File: config.mk
export PLATFORM = sky130hd
export DESIGN_NAME = div_accel_top
export DESIGN_NICKNAME = d
export VERILOG_FILES = /design/src/source/div_arith_pkg.sv /design/src/source/axil_regs_pkg.sv /design/src/source/sync_queue.sv /design/src/source/nonrestoring_divider.sv /design/src/source/axil_div_regs.sv /design/src/source/div_accel_top.sv
export SDC_FILE = /design/constraint.sdc
export NUM_CORES = 1
export LEC_CHECK = 0
export BUFFER_PORTS_ARGS = -buffer_cell sky130_fd_sc_hd__buf_4
export CAP_MARGIN = 20
export CORE_UTILIZATION = 35
export CTS_CLUSTER_DIAMETER = 30
export CTS_CLUSTER_SIZE = 16
export DETAILED_ROUTE_END_ITERATION = 12
export MAX_ROUTING_LAYER = met4
export PLACE_DENSITY = 0.62
export SLEW_MARGIN = 15
export SYNTH_ARGS = -nofsm -noshare
export SYNTH_HDL_FRONTEND = slang
export SYNTH_SLANG_ARGS = --single-unit
File: constraint.sdc
create_clock -name clock -period 4.65 [get_ports clock]
set_clock_uncertainty 0.15 [all_clocks]
set_input_delay 0.6975 -clock clock [delete_from_list [all_inputs] [get_ports clock]]
set_output_delay 0.6975 -clock clock [all_outputs]
set_load 0.05 [all_outputs]
File: src/source/div_arith_pkg.sv
`default_nettype none

package div_arith_pkg;

    // operand and result width of the divider.
    localparam int data_width = 32;

    // the quotient is a fixed-point value with this many fraction bits.
    localparam int frac_bits = 10;

    localparam int count_width = $clog2(data_width + 1);

    // both the job queue and the result queue use this depth.
    localparam int queue_depth = 4;

    typedef struct packed {
        logic [data_width-1:0] dividend;
        logic [data_width-1:0] divisor;
    } div_job_t;

    typedef struct packed {
        logic [data_width-1:0] quotient;
        logic [data_width-1:0] remainder;
        logic                  div_by_zero;
    } div_result_t;

endpackage

`default_nettype wire

File: src/source/axil_regs_pkg.sv
`default_nettype none

package axil_regs_pkg;

    localparam int addr_width      = 8;
    localparam int axil_data_width = 32;
    localparam int axil_strb_width = axil_data_width / 8;

    typedef struct packed {
        logic [addr_width-1:0]      awaddr;
        logic                       awvalid;
        logic [axil_data_width-1:0] wdata;
        logic [axil_strb_width-1:0] wstrb;
        logic                       wvalid;
        logic                       bready;
        logic [addr_width-1:0]      araddr;
        logic                       arvalid;
        logic                       rready;
    } axil_req_t;

    typedef struct packed {
        logic                       awready;
        logic                       wready;
        logic [1:0]                 bresp;
        logic                       bvalid;
        logic                       arready;
        logic [axil_data_width-1:0] rdata;
        logic [1:0]                 rresp;
        logic                       rvalid;
    } axil_rsp_t;

    localparam logic [1:0] resp_okay   = 2'b00;
    localparam logic [1:0] resp_slverr = 2'b10;
    localparam logic [1:0] resp_decerr = 2'b11;

    localparam logic [addr_width-1:0] reg_dividend  = 8'h00;
    localparam logic [addr_width-1:0] reg_divisor   = 8'h04;
    localparam logic [addr_width-1:0] reg_launch    = 8'h08;
    localparam logic [addr_width-1:0] reg_status    = 8'h0C;
    localparam logic [addr_width-1:0] reg_quotient  = 8'h10;
    localparam logic [addr_width-1:0] reg_remainder = 8'h14;

    // bit positions inside the status word.
    localparam int status_result_bit = 0;
    localparam int status_full_bit   = 1;
    localparam int status_dbz_bit    = 2;

endpackage

`default_nettype wire

File: src/source/sync_queue.sv
`timescale 1ns/1ps
`default_nettype none

module sync_queue #(
    parameter type         payload_t = logic [7:0],
    parameter int unsigned depth     = 4
) (
    input  logic     clock,
    input  logic     reset,
    input  logic     in_valid,
    input  payload_t in_data,
    output logic     in_ready,
    output logic     out_valid,
    output payload_t out_data,
    input  logic     out_ready
);

    localparam int ptr_width   = (depth > 1) ? $clog2(depth) : 1;
    localparam int count_width = $clog2(depth + 1);

    payload_t               mem [depth];
    logic [ptr_width-1:0]   wr_ptr;
    logic [ptr_width-1:0]   rd_ptr;
    logic [count_width-1:0] count;
    logic                   push;
    logic                   pop;

    function automatic logic [ptr_width-1:0] next_ptr(input logic [ptr_width-1:0] ptr);
        return (ptr == ptr_width'(depth - 1)) ? '0 : ptr + 1'b1;
    endfunction

    assign in_ready  = (count != count_width'(depth));
    assign out_valid = (count != '0);
    assign out_data  = mem[rd_ptr];
    assign push      = in_valid && in_ready;
    assign pop       = out_valid && out_ready;

    always_ff @(posedge clock or posedge reset) begin
        if (reset) begin
            wr_ptr <= '0;
            rd_ptr <= '0;
            count  <= '0;
        end else begin
            if (push) begin
                wr_ptr <= next_ptr(wr_ptr);
            end
            if (pop) begin
                rd_ptr <= next_ptr(rd_ptr);
            end
            // a push and a pop in the same cycle leave the count as it is.
            if (push && !pop) begin
                count <= count + 1'b1;
            end else if (pop && !push) begin
                count <= count - 1'b1;
            end
        end
    end

    always_ff @(posedge clock) begin
        if (push) begin
            mem[wr_ptr] <= in_data;
        end
    end

endmodule

`default_nettype wire

File: src/source/nonrestoring_divider.sv
`timescale 1ns/1ps
`default_nettype none

module nonrestoring_divider (
    input  logic                       clock,
    input  logic                       reset,
    input  logic                       in_valid,
    input  div_arith_pkg::div_job_t    in_job,
    output logic                       in_ready,
    output logic                       out_valid,
    output div_arith_pkg::div_result_t out_result,
    input  logic                       out_ready
);

    import div_arith_pkg::*;

    localparam int msb = 2 * data_width;

    typedef enum logic [1:0] {
        st_idle,
        st_iterate,
        st_done
    } state_t;

    state_t                 state;
    logic [count_width-1:0] count;
    logic                   accept;
    logic                   last_step;

    // sign, partial remainder and quotient form one shift register.
    logic [msb:0]            eaq;
    logic [msb:0]            eaq_step;
    logic [data_width:0]     rem_shift;
    logic [data_width:0]     rem_sum;
    logic [data_width:0]     rem_final;
    logic [data_width-1:0]   divisor;
    logic [data_width-1:0]   shifted_dividend;
    logic                    div_by_zero;

    assign accept           = in_valid && in_ready;
    assign last_step        = (count == count_width'(data_width - 1));
    assign shifted_dividend = in_job.dividend << frac_bits;

    always_comb begin
        rem_shift = eaq[msb-1:data_width-1];
        // the sign of the old partial remainder picks add or subtract.
        if (eaq[msb]) begin
            rem_sum = rem_shift + {1'b0, divisor};
        end else begin
            rem_sum = rem_shift - {1'b0, divisor};
        end
        rem_final = rem_sum;
        if (last_step && rem_sum[data_width]) begin
            rem_final = rem_sum + {1'b0, divisor};
        end
        eaq_step = {rem_final, eaq[data_width-2:0], ~rem_sum[data_width]};
    end

    always_ff @(posedge clock or posedge reset) begin
        if (reset) begin
            state <= st_idle;
            count <= '0;
        end else begin
            case (state)
                st_idle: begin
                    if (accept) begin
                        state <= st_iterate;
                        count <= '0;
                    end
                end
                st_iterate: begin
                    count <= count + 1'b1;
                    if (last_step) begin
                        state <= st_done;
                    end
                end
                st_done: begin
                    if (out_ready) begin
                        state <= st_idle;
                    end
                end
                default: state <= st_idle;
            endcase
        end
    end

    always_ff @(posedge clock) begin
        if (accept) begin
            eaq         <= {1'b0, {data_width{1'b0}}, shifted_dividend};
            divisor     <= in_job.divisor;
            div_by_zero <= (in_job.divisor == '0);
        end else if (state == st_iterate) begin
            eaq <= eaq_step;
        end
    end

    assign in_ready  = (state == st_idle);
    assign out_valid = (state == st_done);

    always_comb begin
        out_result.quotient    = eaq[data_width-1:0];
        out_result.remainder   = eaq[msb-1:data_width];
        out_result.div_by_zero = div_by_zero;
    end

endmodule

`default_nettype wire

File: src/source/axil_div_regs.sv
`timescale 1ns/1ps
`default_nettype none

module axil_div_regs (
    input  logic                       clock,
    input  logic                       reset,
    input  axil_regs_pkg::axil_req_t   axil_req,
    output axil_regs_pkg::axil_rsp_t   axil_rsp,
    output logic                       job_valid,
    output div_arith_pkg::div_job_t    job,
    input  logic                       job_ready,
    input  logic                       result_valid,
    input  div_arith_pkg::div_result_t result,
    output logic                       result_pop
);

    import div_arith_pkg::*;
    import axil_regs_pkg::*;

    div_job_t                   operands;
    logic                       write_fire;
    logic                       read_fire;
    logic                       launch_ok;
    logic                       bvalid;
    logic                       rvalid;
    logic [1:0]                 bresp;
    logic [1:0]                 rresp;
    logic [1:0]                 write_code;
    logic [1:0]                 read_code;
    logic [axil_data_width-1:0] rdata;
    logic [axil_data_width-1:0] read_word;
    logic [axil_data_width-1:0] status_word;

    function automatic logic [data_width-1:0] merge_bytes(
        input logic [data_width-1:0]      old_value,
        input logic [axil_data_width-1:0] new_value,
        input logic [axil_strb_width-1:0] strobe
    );
        logic [data_width-1:0] merged;
        merged = old_value;
        for (int b = 0; b < axil_strb_width; b++) begin
            if (strobe[b]) begin
                merged[8*b +: 8] = new_value[8*b +: 8];
            end
        end
        return merged;
    endfunction

    // address and data are taken together, one transaction at a time.
    assign write_fire = axil_req.awvalid && axil_req.wvalid && !bvalid;
    assign read_fire  = axil_req.arvalid && !rvalid;

    always_comb begin
        status_word = '0;
        status_word[status_result_bit] = result_valid;
        status_word[status_full_bit]   = !job_ready;
        status_word[status_dbz_bit]    = result_valid && result.div_by_zero;
    end

    always_comb begin
        launch_ok = 1'b0;
        case (axil_req.awaddr)
            reg_dividend, reg_divisor: begin
                write_code = resp_okay;
            end
            reg_launch: begin
                launch_ok  = job_ready;
                write_code = job_ready ? resp_okay : resp_slverr;
            end
            default: begin
                write_code = resp_decerr;
            end
        endcase
    end

    always_comb begin
        read_word = '0;
        read_code = resp_okay;
        case (axil_req.araddr)
            reg_dividend: read_word = operands.dividend;
            reg_divisor:  read_word = operands.divisor;
            reg_status:   read_word = status_word;
            reg_quotient: begin
                if (result_valid) begin
                    read_word = result.quotient;
                end else begin
                    read_code = resp_slverr;
                end
            end
            reg_remainder: begin
                if (result_valid) begin
                    read_word = result.remainder;
                end else begin
                    read_code = resp_slverr;
                end
            end
            default: read_code = resp_decerr;
        endcase
    end

    always_ff @(posedge clock or posedge reset) begin
        if (reset) begin
            operands   <= '0;
            bvalid     <= 1'b0;
            rvalid     <= 1'b0;
            job_valid  <= 1'b0;
            result_pop <= 1'b0;
        end else begin
            job_valid  <= write_fire && launch_ok;
            // the head result leaves the queue once its remainder has been read.
            result_pop <= read_fire && result_valid && (axil_req.araddr == reg_remainder);
            if (write_fire) begin
                bvalid <= 1'b1;
                if (axil_req.awaddr == reg_dividend) begin
                    operands.dividend <= merge_bytes(operands.dividend, axil_req.wdata,
                                                     axil_req.wstrb);
                end
                if (axil_req.awaddr == reg_divisor) begin
                    operands.divisor <= merge_bytes(operands.divisor, axil_req.wdata,
                                                    axil_req.wstrb);
                end
            end else if (axil_req.bready) begin
                bvalid <= 1'b0;
            end
            if (read_fire) begin
                rvalid <= 1'b1;
            end else if (axil_req.rready) begin
                rvalid <= 1'b0;
            end
        end
    end

    always_ff @(posedge clock) begin
        if (write_fire) begin
            bresp <= write_code;
        end
        if (read_fire) begin
            rdata <= read_word;
            rresp <= read_code;
        end
    end

    // operands cannot change while a pushed job is pending, so the job reads them directly.
    assign job = operands;

    always_comb begin
        axil_rsp.awready = write_fire;
        axil_rsp.wready  = write_fire;
        axil_rsp.bresp   = bresp;
        axil_rsp.bvalid  = bvalid;
        axil_rsp.arready = !rvalid;
        axil_rsp.rdata   = rdata;
        axil_rsp.rresp   = rresp;
        axil_rsp.rvalid  = rvalid;
    end

endmodule

`default_nettype wire

File: src/source/div_accel_top.sv
`timescale 1ns/1ps
`default_nettype none

module div_accel_top (
    input  logic                     clock,
    input  logic                     reset,
    input  axil_regs_pkg::axil_req_t axil_req,
    output axil_regs_pkg::axil_rsp_t axil_rsp
);

    import div_arith_pkg::*;

    logic        job_valid;
    div_job_t    job;
    logic        job_ready;
    logic        div_in_valid;
    div_job_t    div_in_job;
    logic        div_in_ready;
    logic        div_out_valid;
    div_result_t div_out_result;
    logic        div_out_ready;
    logic        result_valid;
    div_result_t result;
    logic        result_pop;

    axil_div_regs i_regs (
        .clock       (clock),
        .reset       (reset),
        .axil_req    (axil_req),
        .axil_rsp    (axil_rsp),
        .job_valid   (job_valid),
        .job         (job),
        .job_ready   (job_ready),
        .result_valid(result_valid),
        .result      (result),
        .result_pop  (result_pop)
    );

    sync_queue #(
        .payload_t(div_job_t),
        .depth    (queue_depth)
    ) i_job_queue (
        .clock    (clock),
        .reset    (reset),
        .in_valid (job_valid),
        .in_data  (job),
        .in_ready (job_ready),
        .out_valid(div_in_valid),
        .out_data (div_in_job),
        .out_ready(div_in_ready)
    );

    nonrestoring_divider i_divider (
        .clock     (clock),
        .reset     (reset),
        .in_valid  (div_in_valid),
        .in_job    (div_in_job),
        .in_ready  (div_in_ready),
        .out_valid (div_out_valid),
        .out_result(div_out_result),
        .out_ready (div_out_ready)
    );

    // a full result queue holds the divider in its done state.
    sync_queue #(
        .payload_t(div_result_t),
        .depth    (queue_depth)
    ) i_result_queue (
        .clock    (clock),
        .reset    (reset),
        .in_valid (div_out_valid),
        .in_data  (div_out_result),
        .in_ready (div_out_ready),
        .out_valid(result_valid),
        .out_data (result),
        .out_ready(result_pop)
    );

endmodule

`default_nettype wire

Yosys cells after proc, flatten, opt, wreduce, memory -nomap -nowiden
Memories as Yosys holds them, arrays and structs flattened. Cells that the tools add are included.

Word-level logic and storage cells: 142. RAM bits: 516. Flip-flop bits (word level): 224. Bits in read-only memories: 0. Input bits: 59. Bits in latches: 0. Memories kept: 2. Output and inout bits: 41.

Order comparisons: 0. Bitwise operators: 1. Add/sub/neg operators: 12. Equality and inequality tests: 18. Div/mod/pow operators: 0. Reduce and logical (&&, ||, !) cells: 48. Multiplexer cells: 34. Shift-type cells: 0. Multipliers: 0.

Memory list: i_result_queue.mem (depth 4, bits a word 65, read ports 1, clocked after Yosys merged registers in 0, wr ports 1, line sync_queue.sv:21) `payload_t mem [depth];`; i_job_queue.mem (depth 4, bits a word 64, read ports 1, clocked after Yosys merged registers in 0, wr ports 1, line sync_queue.sv:21).

Operators by type and width (count): $pmux W32 S5 (1); $mux W32 (4); $add A33 B32 Y33 (2); $mux W33 (2); $sub A33 B32 Y33 (1); $logic_not A32 Y1 (1); $reduce_and A3 Y1 (9); $mux W2 (9); $eq A8 B3 Y1 const B (2); $eq A8 B4 Y1 const B (2); $eq A8 B5 Y1 const B (2); $logic_and A1 B1 Y1 (16); $logic_not A8 Y1 (2); $mux W3 (4); $pmux W6 S2 (1); $reduce_bool A2 Y1 (6); $eq A2 B2 Y1 const B (5); $mux W1 (9); $add A2 B1 Y2 const B (4); $pmux W2 S2 (2); $logic_not A1 Y1 (7); $add A3 B1 Y3 const B (2); $add A6 B1 Y6 const B (1); $eq A6 B5 Y1 const B (1); 13 further kinds (18).

Depth between registers and ports, before layout
Depth after elaboration: 6. Gate-level depth with buffers: 27. Mapped depth without buffers: 27.

Cells and area by module
From an unflattened synthesis, not the netlist that was laid out.

Cell total of the unflattened synthesis: 2042. Area, all modules: 32902.8 sq um.

Modules (own cells, without submodules): sync_queue (i_result_queue) (cells each 378, area an instance 9846.9 sq um, times used 1); sync_queue (i_job_queue) (cells each 372, area an instance 9663.0 sq um, times used 1); nonrestoring_divider (cells each 913, area an instance 8271.7 sq um, times used 1); axil_div_regs (cells each 379, area an instance 5121.2 sq um, times used 1).

Worst setup path before layout
Ideal clock, no wire load.

Path type: flip-flop to flip-flop. From: register i_divider.divisor[5]. To: register i_divider.eaq[63]. Data required time: 4378 ps. Data arrival time: 4813 ps. Clock period less this slack: 5085 ps. Slack: -435 ps. Cell stages (with the launch flop): 23. Path buffers: 0. Cell sequence: edfxtp_1 > nor4_1 > nand2_1 > nor2_1 > nor2_1 > xnor2_1 > ha_1 > and3_1 > a31oi_2 > a211o_1 > and2_1 > o31ai_1 > xor2_1 > ha_1 > a21o_1 > a21o_1 > a21o_1 > a211oi_1 > o211ai_1 > a41oi_1 > xnor2_1 > and3_1 > a221o_1.

Longest elaborated chain between the ends: 4. Elaborated cells on any way between the ends: 6. Those cells by class: add/sub (3); mux (2); reduce/logical (1).

Ends and longest elaborated chain: start, declared (line nonrestoring_divider.sv:36) `logic [data_width-1:0] divisor;`; start signal, assigned (line nonrestoring_divider.sv:90) `divisor <= in_job.divisor;`; $sub A33 B32 Y33 / $add A33 B32 Y33 (equally long branches) (line nonrestoring_divider.sv:50, nonrestoring_divider.sv:48); $mux W33 (line nonrestoring_divider.sv:47) `if (eaq[msb]) begin`; $add A33 B32 Y33 / $logic_and A1 B1 Y1 (equally long branches) (line nonrestoring_divider.sv:54, nonrestoring_divider.sv:53); $mux W33 * (line nonrestoring_divider.sv:53) `if (last_step && rem_sum[data_width]) begin`; end signal, assigned (line nonrestoring_divider.sv:89) `eaq <= {1'b0, {data_width{1'b0}}, shifted_dividend};`; end signal, assigned (line nonrestoring_divider.sv:93) `eaq <= eaq_step;`; end, declared (line nonrestoring_divider.sv:31) `logic [msb:0] eaq;`.

Mark *: on every way between the ends. The rest lies on a longest branch, timed or not. A chain may end at the register's enable or synchronous reset.

Final worst setup path
From: register i_divider.divisor[6]. To: register i_divider.eaq[63].

The elaborated chain is that of the path after synthesis.

==> impl_metrics.py <==
metrics = {
    "logic_synthesis": {
        "async_flop_share": 0.129,
        "syn_inst": 1952,
        "syn_avg_cell_area_um2": 15.7,
        "syn-cell-area_mm2": 0.0307,
        "synth_edf_count": 567,
        "ys_ff_latch": 700,
        "syn_nets": 2097,
        "synthFlopType": "edfxtp_1",
        "ys_types": 80,
        "ys.warnings.count": 0,
        "yosysSeqAreaShare": 0.657,
    },
    "clock_tree": {
        "cts_hold_buf": 0,
        "cts_tree": "built",
        "path_clk_slew_ns": 0.06,
        "cts_buffers": 108,
        "cts.path.max_buffers": 3,
        "clock-sinks": 700,
        "cts-root-buf": "clkbuf_16",
        "htree_levels": 3,
        "clk_latency_ns": 0.65,
    },
    "sta": {
        "setup_violations": 21,
        "drv_slew": 0,
        "rsz0062_at_grt": "true",
        "timing.final.crit_share": 1.10,
        "max_slew_margin": 0.273,
        "hold_viol": 0,
        "max_slew.worst_pin.slew_ns": 1.09,
        "max_freq_mhz": 196,
        "fin_ws_ns": -0.461,
        "fin_hold_ws_ns": 0.0636,
        "finalCriticalPeriod_ns": 5.11,
        "tns_ns": -4.82,
    },
    "floorplan": {
        "rows": 108,
        "die-area_mm2": 0.0888,
        "die_height_um": 298,
        "ioPinCount": 100,
        "fp.coreArea_mm2": 0.0868,
        "start_util": 0.353,
        "die_x_um": 298,
    },
    "place": {
        "dp_hpwl_um": 53300,
        "place_ws_ns": -0.622,
        "gp_congestion": 0.907,
        "io_buffer_count": 99,
    },
    "drt": {
        "drtIter0Drc": 1446,
        "wl_per_cell_um": 21.9,
        "dr.pass1.iters": 5,
        "drcViolationCount": 0,
        "routed_wl_um": 80100,
        "antenna_left": 0,
        "vias": 19200,
        "vias_per_cell": 5.25,
    },
    "global_routing": {
        "grt_overflow_total": 0,
        "grt_pass1_vias": 19800,
        "grt_max_degree": 68,
        "antenna_found_initial": 3,
        "grtUsageTotal": 0.183,
        "grt_pass1_wl_um": 120000,
    },
    "critical_path": {
        "end_kind": "register",
        "crit_required_ns": 5.04,
        "r2r_cells": 23,
        "critPathMaxFanout": 5,
        "path_class": "register to register",
        "crit_arrival_ns": 5.50,
        "startpoint_type": "register",
    },
    "hold_path": {
        "hold_path.class": "input pin to async pin",
    },
    "run": {
        "max_cap_violations": 0,
    },
    "final_layout": {
        "nets": 2544,
        "final_util": 0.460,
        "layout-drive-gt1-share": 0.388,
        "mostFrequentLayoutCells": "567 x edfxtp_1, 392 x buf_4, 119 x mux4_2",
        "final_common_cell": "edfxtp_1",
        "area_growth_pct": 30.2,
    },
    "status": {
        "status": "finished, violations left",
        "violations": "negative setup slack",
    },
}
-- sequential cells by signal, summed over array words and instances (netlist names) --
signal	flops
i_job_queue.wr_ptr	2
i_regs.rvalid	1
i_divider.eaq	65
i_job_queue.rd_ptr	2
i_divider.div_by_zero	1
i_regs.bresp	2
i_regs.result_pop	1
i_result_queue.rd_ptr	2
i_divider.count	6
i_result_queue.wr_ptr	2
i_divider.divisor	32
i_regs.job_valid	1
i_result_queue.mem	260
i_job_queue.mem	216
i_result_queue.count	3
i_divider.state	2
i_regs.bvalid	1
i_regs.rresp	2
i_regs.job	64
i_job_queue.count	3
i_regs.rdata	32
-- final timing paths --
path | startpoint | end | slack, ns
min in group clock | axil_req[0] | i_regs.rvalid$_DFFE_PP0P_ | 0.07
setup reg to reg | i_divider.divisor[6]$_DFFE_PP_ | i_divider.eaq[63]$_SDFFE_PP0P_ | -0.46
hold reg to reg | i_divider.count[3]$_DFFE_PP0P_ | i_divider.count[3]$_DFFE_PP0P_ | 0.35
setup / recovery | i_divider.divisor[6]$_DFFE_PP_ | i_divider.eaq[63]$_SDFFE_PP0P_ | -0.46
hold / removal | reset | i_regs.bvalid$_DFFE_PP0P_ | 0.06
max in group asynchronous | reset | i_regs.job[7]$_DFFE_PP0P_ | 3.34
-- worst max-delay path, cell delays in order (launching register included) --
cell and delay (ns):
edfxtp_1 0.41, nor4_2 0.31, buf_4 0.18, and3_4 0.22
and3_4 0.21, a21oi_2 0.06, xor2_1 0.17, ha_1 0.35
buf_4 0.14, nand2_2 0.09, nor2_2 0.18, nand2_1 0.19
o31ai_4 0.33, xor2_2 0.21, ha_1 0.28, a21o_1 0.16
a21o_1 0.15, a21o_1 0.17, a211oi_2 0.18, o211ai_1 0.15
a41oi_4 0.22, xnor2_1 0.08, and3_1 0.18, a221o_1 0.25
-- area by class of cell --
cell class	count	area [um^2]
antenna	1	2.50
multi-input combinational	1140	11000
fill	7472	46800
clock inverter	83	1000
tap	1155	1450
timing repair buffer	417	3280
clock buffer	121	2890
sequential	700	20100
inverter	32	123
-- synthesized netlist by cell type, drive strengths merged, types with 9 or more instances --
cell	number	area, um^2
and2	13	81.3
a22o	22	193
ha	82	1030
and3	12	75.1
o211ai	9	72.6
mux4	119	2680
nor3	19	100
nand2	101	387
o21ai	112	561
mux2i	54	541
a31oi	12	81.3
inv	32	120
a22oi	32	240
nor2	78	300
a21o	29	218
nand2b	9	56.3
dfrtp	90	2250
o21bai	12	90.1
mux2	69	777
dfxtp	43	861
xnor2	42	368
o21a	11	82.6
edfxtp	567	17000
a21oi	80	400
nand4	13	81.3
nor4	19	119
clkbuf	56	211
xor2	53	464
buf	24	141
nand3	50	250
nor2b	12	75.1
-- routing by layer --
| metal | part of all wire | GRT usage |
|---|---|---|
| met1 | 0.43 | 0.237 |
| met2 | 0.49 | 0.293 |
| met4 | 0.021 | 0.0556 |
| met3 | 0.059 | 0.0314 |
| met5 | 0 | - |
-- metrics by stage --
| stage | cell area (um^2) | instances |
|---|---|---|
| 6_report | 39900 | 3649 |
| 5_1_grt | 39900 | 3649 |
| 4_1_cts | 39300 | 3619 |
| 3_3_place_gp | 34600 | 3375 |
| 2_1_floorplan | 30800 | 1952 |
| 3_5_place_dp | 34600 | 3375 |
-- timing repair --
action,CTS,global route
setup endpoints to repair,33,33
hold endpoints to repair,0,0
buffers inserted,43,30
pin swaps,88,85
cloned,0,0
gates resized for setup,98,90
-- kinds of logic after synthesis --
family                     Yosys count  share of synthesized area
AOI/OAI and AO/OA                  374                     0.0797
xor gates and xnor gates            95                     0.0271
adders and majority gates           86                     0.0361
buffers and inverters              112                     0.0154
muxes                              242                      0.130
DFF                                700                      0.657
and+or+nand+nor                    343                     0.0542
Power is not shown: default switching activity piles up to over one toggle a cycle in this logic, so the estimate is an artifact.
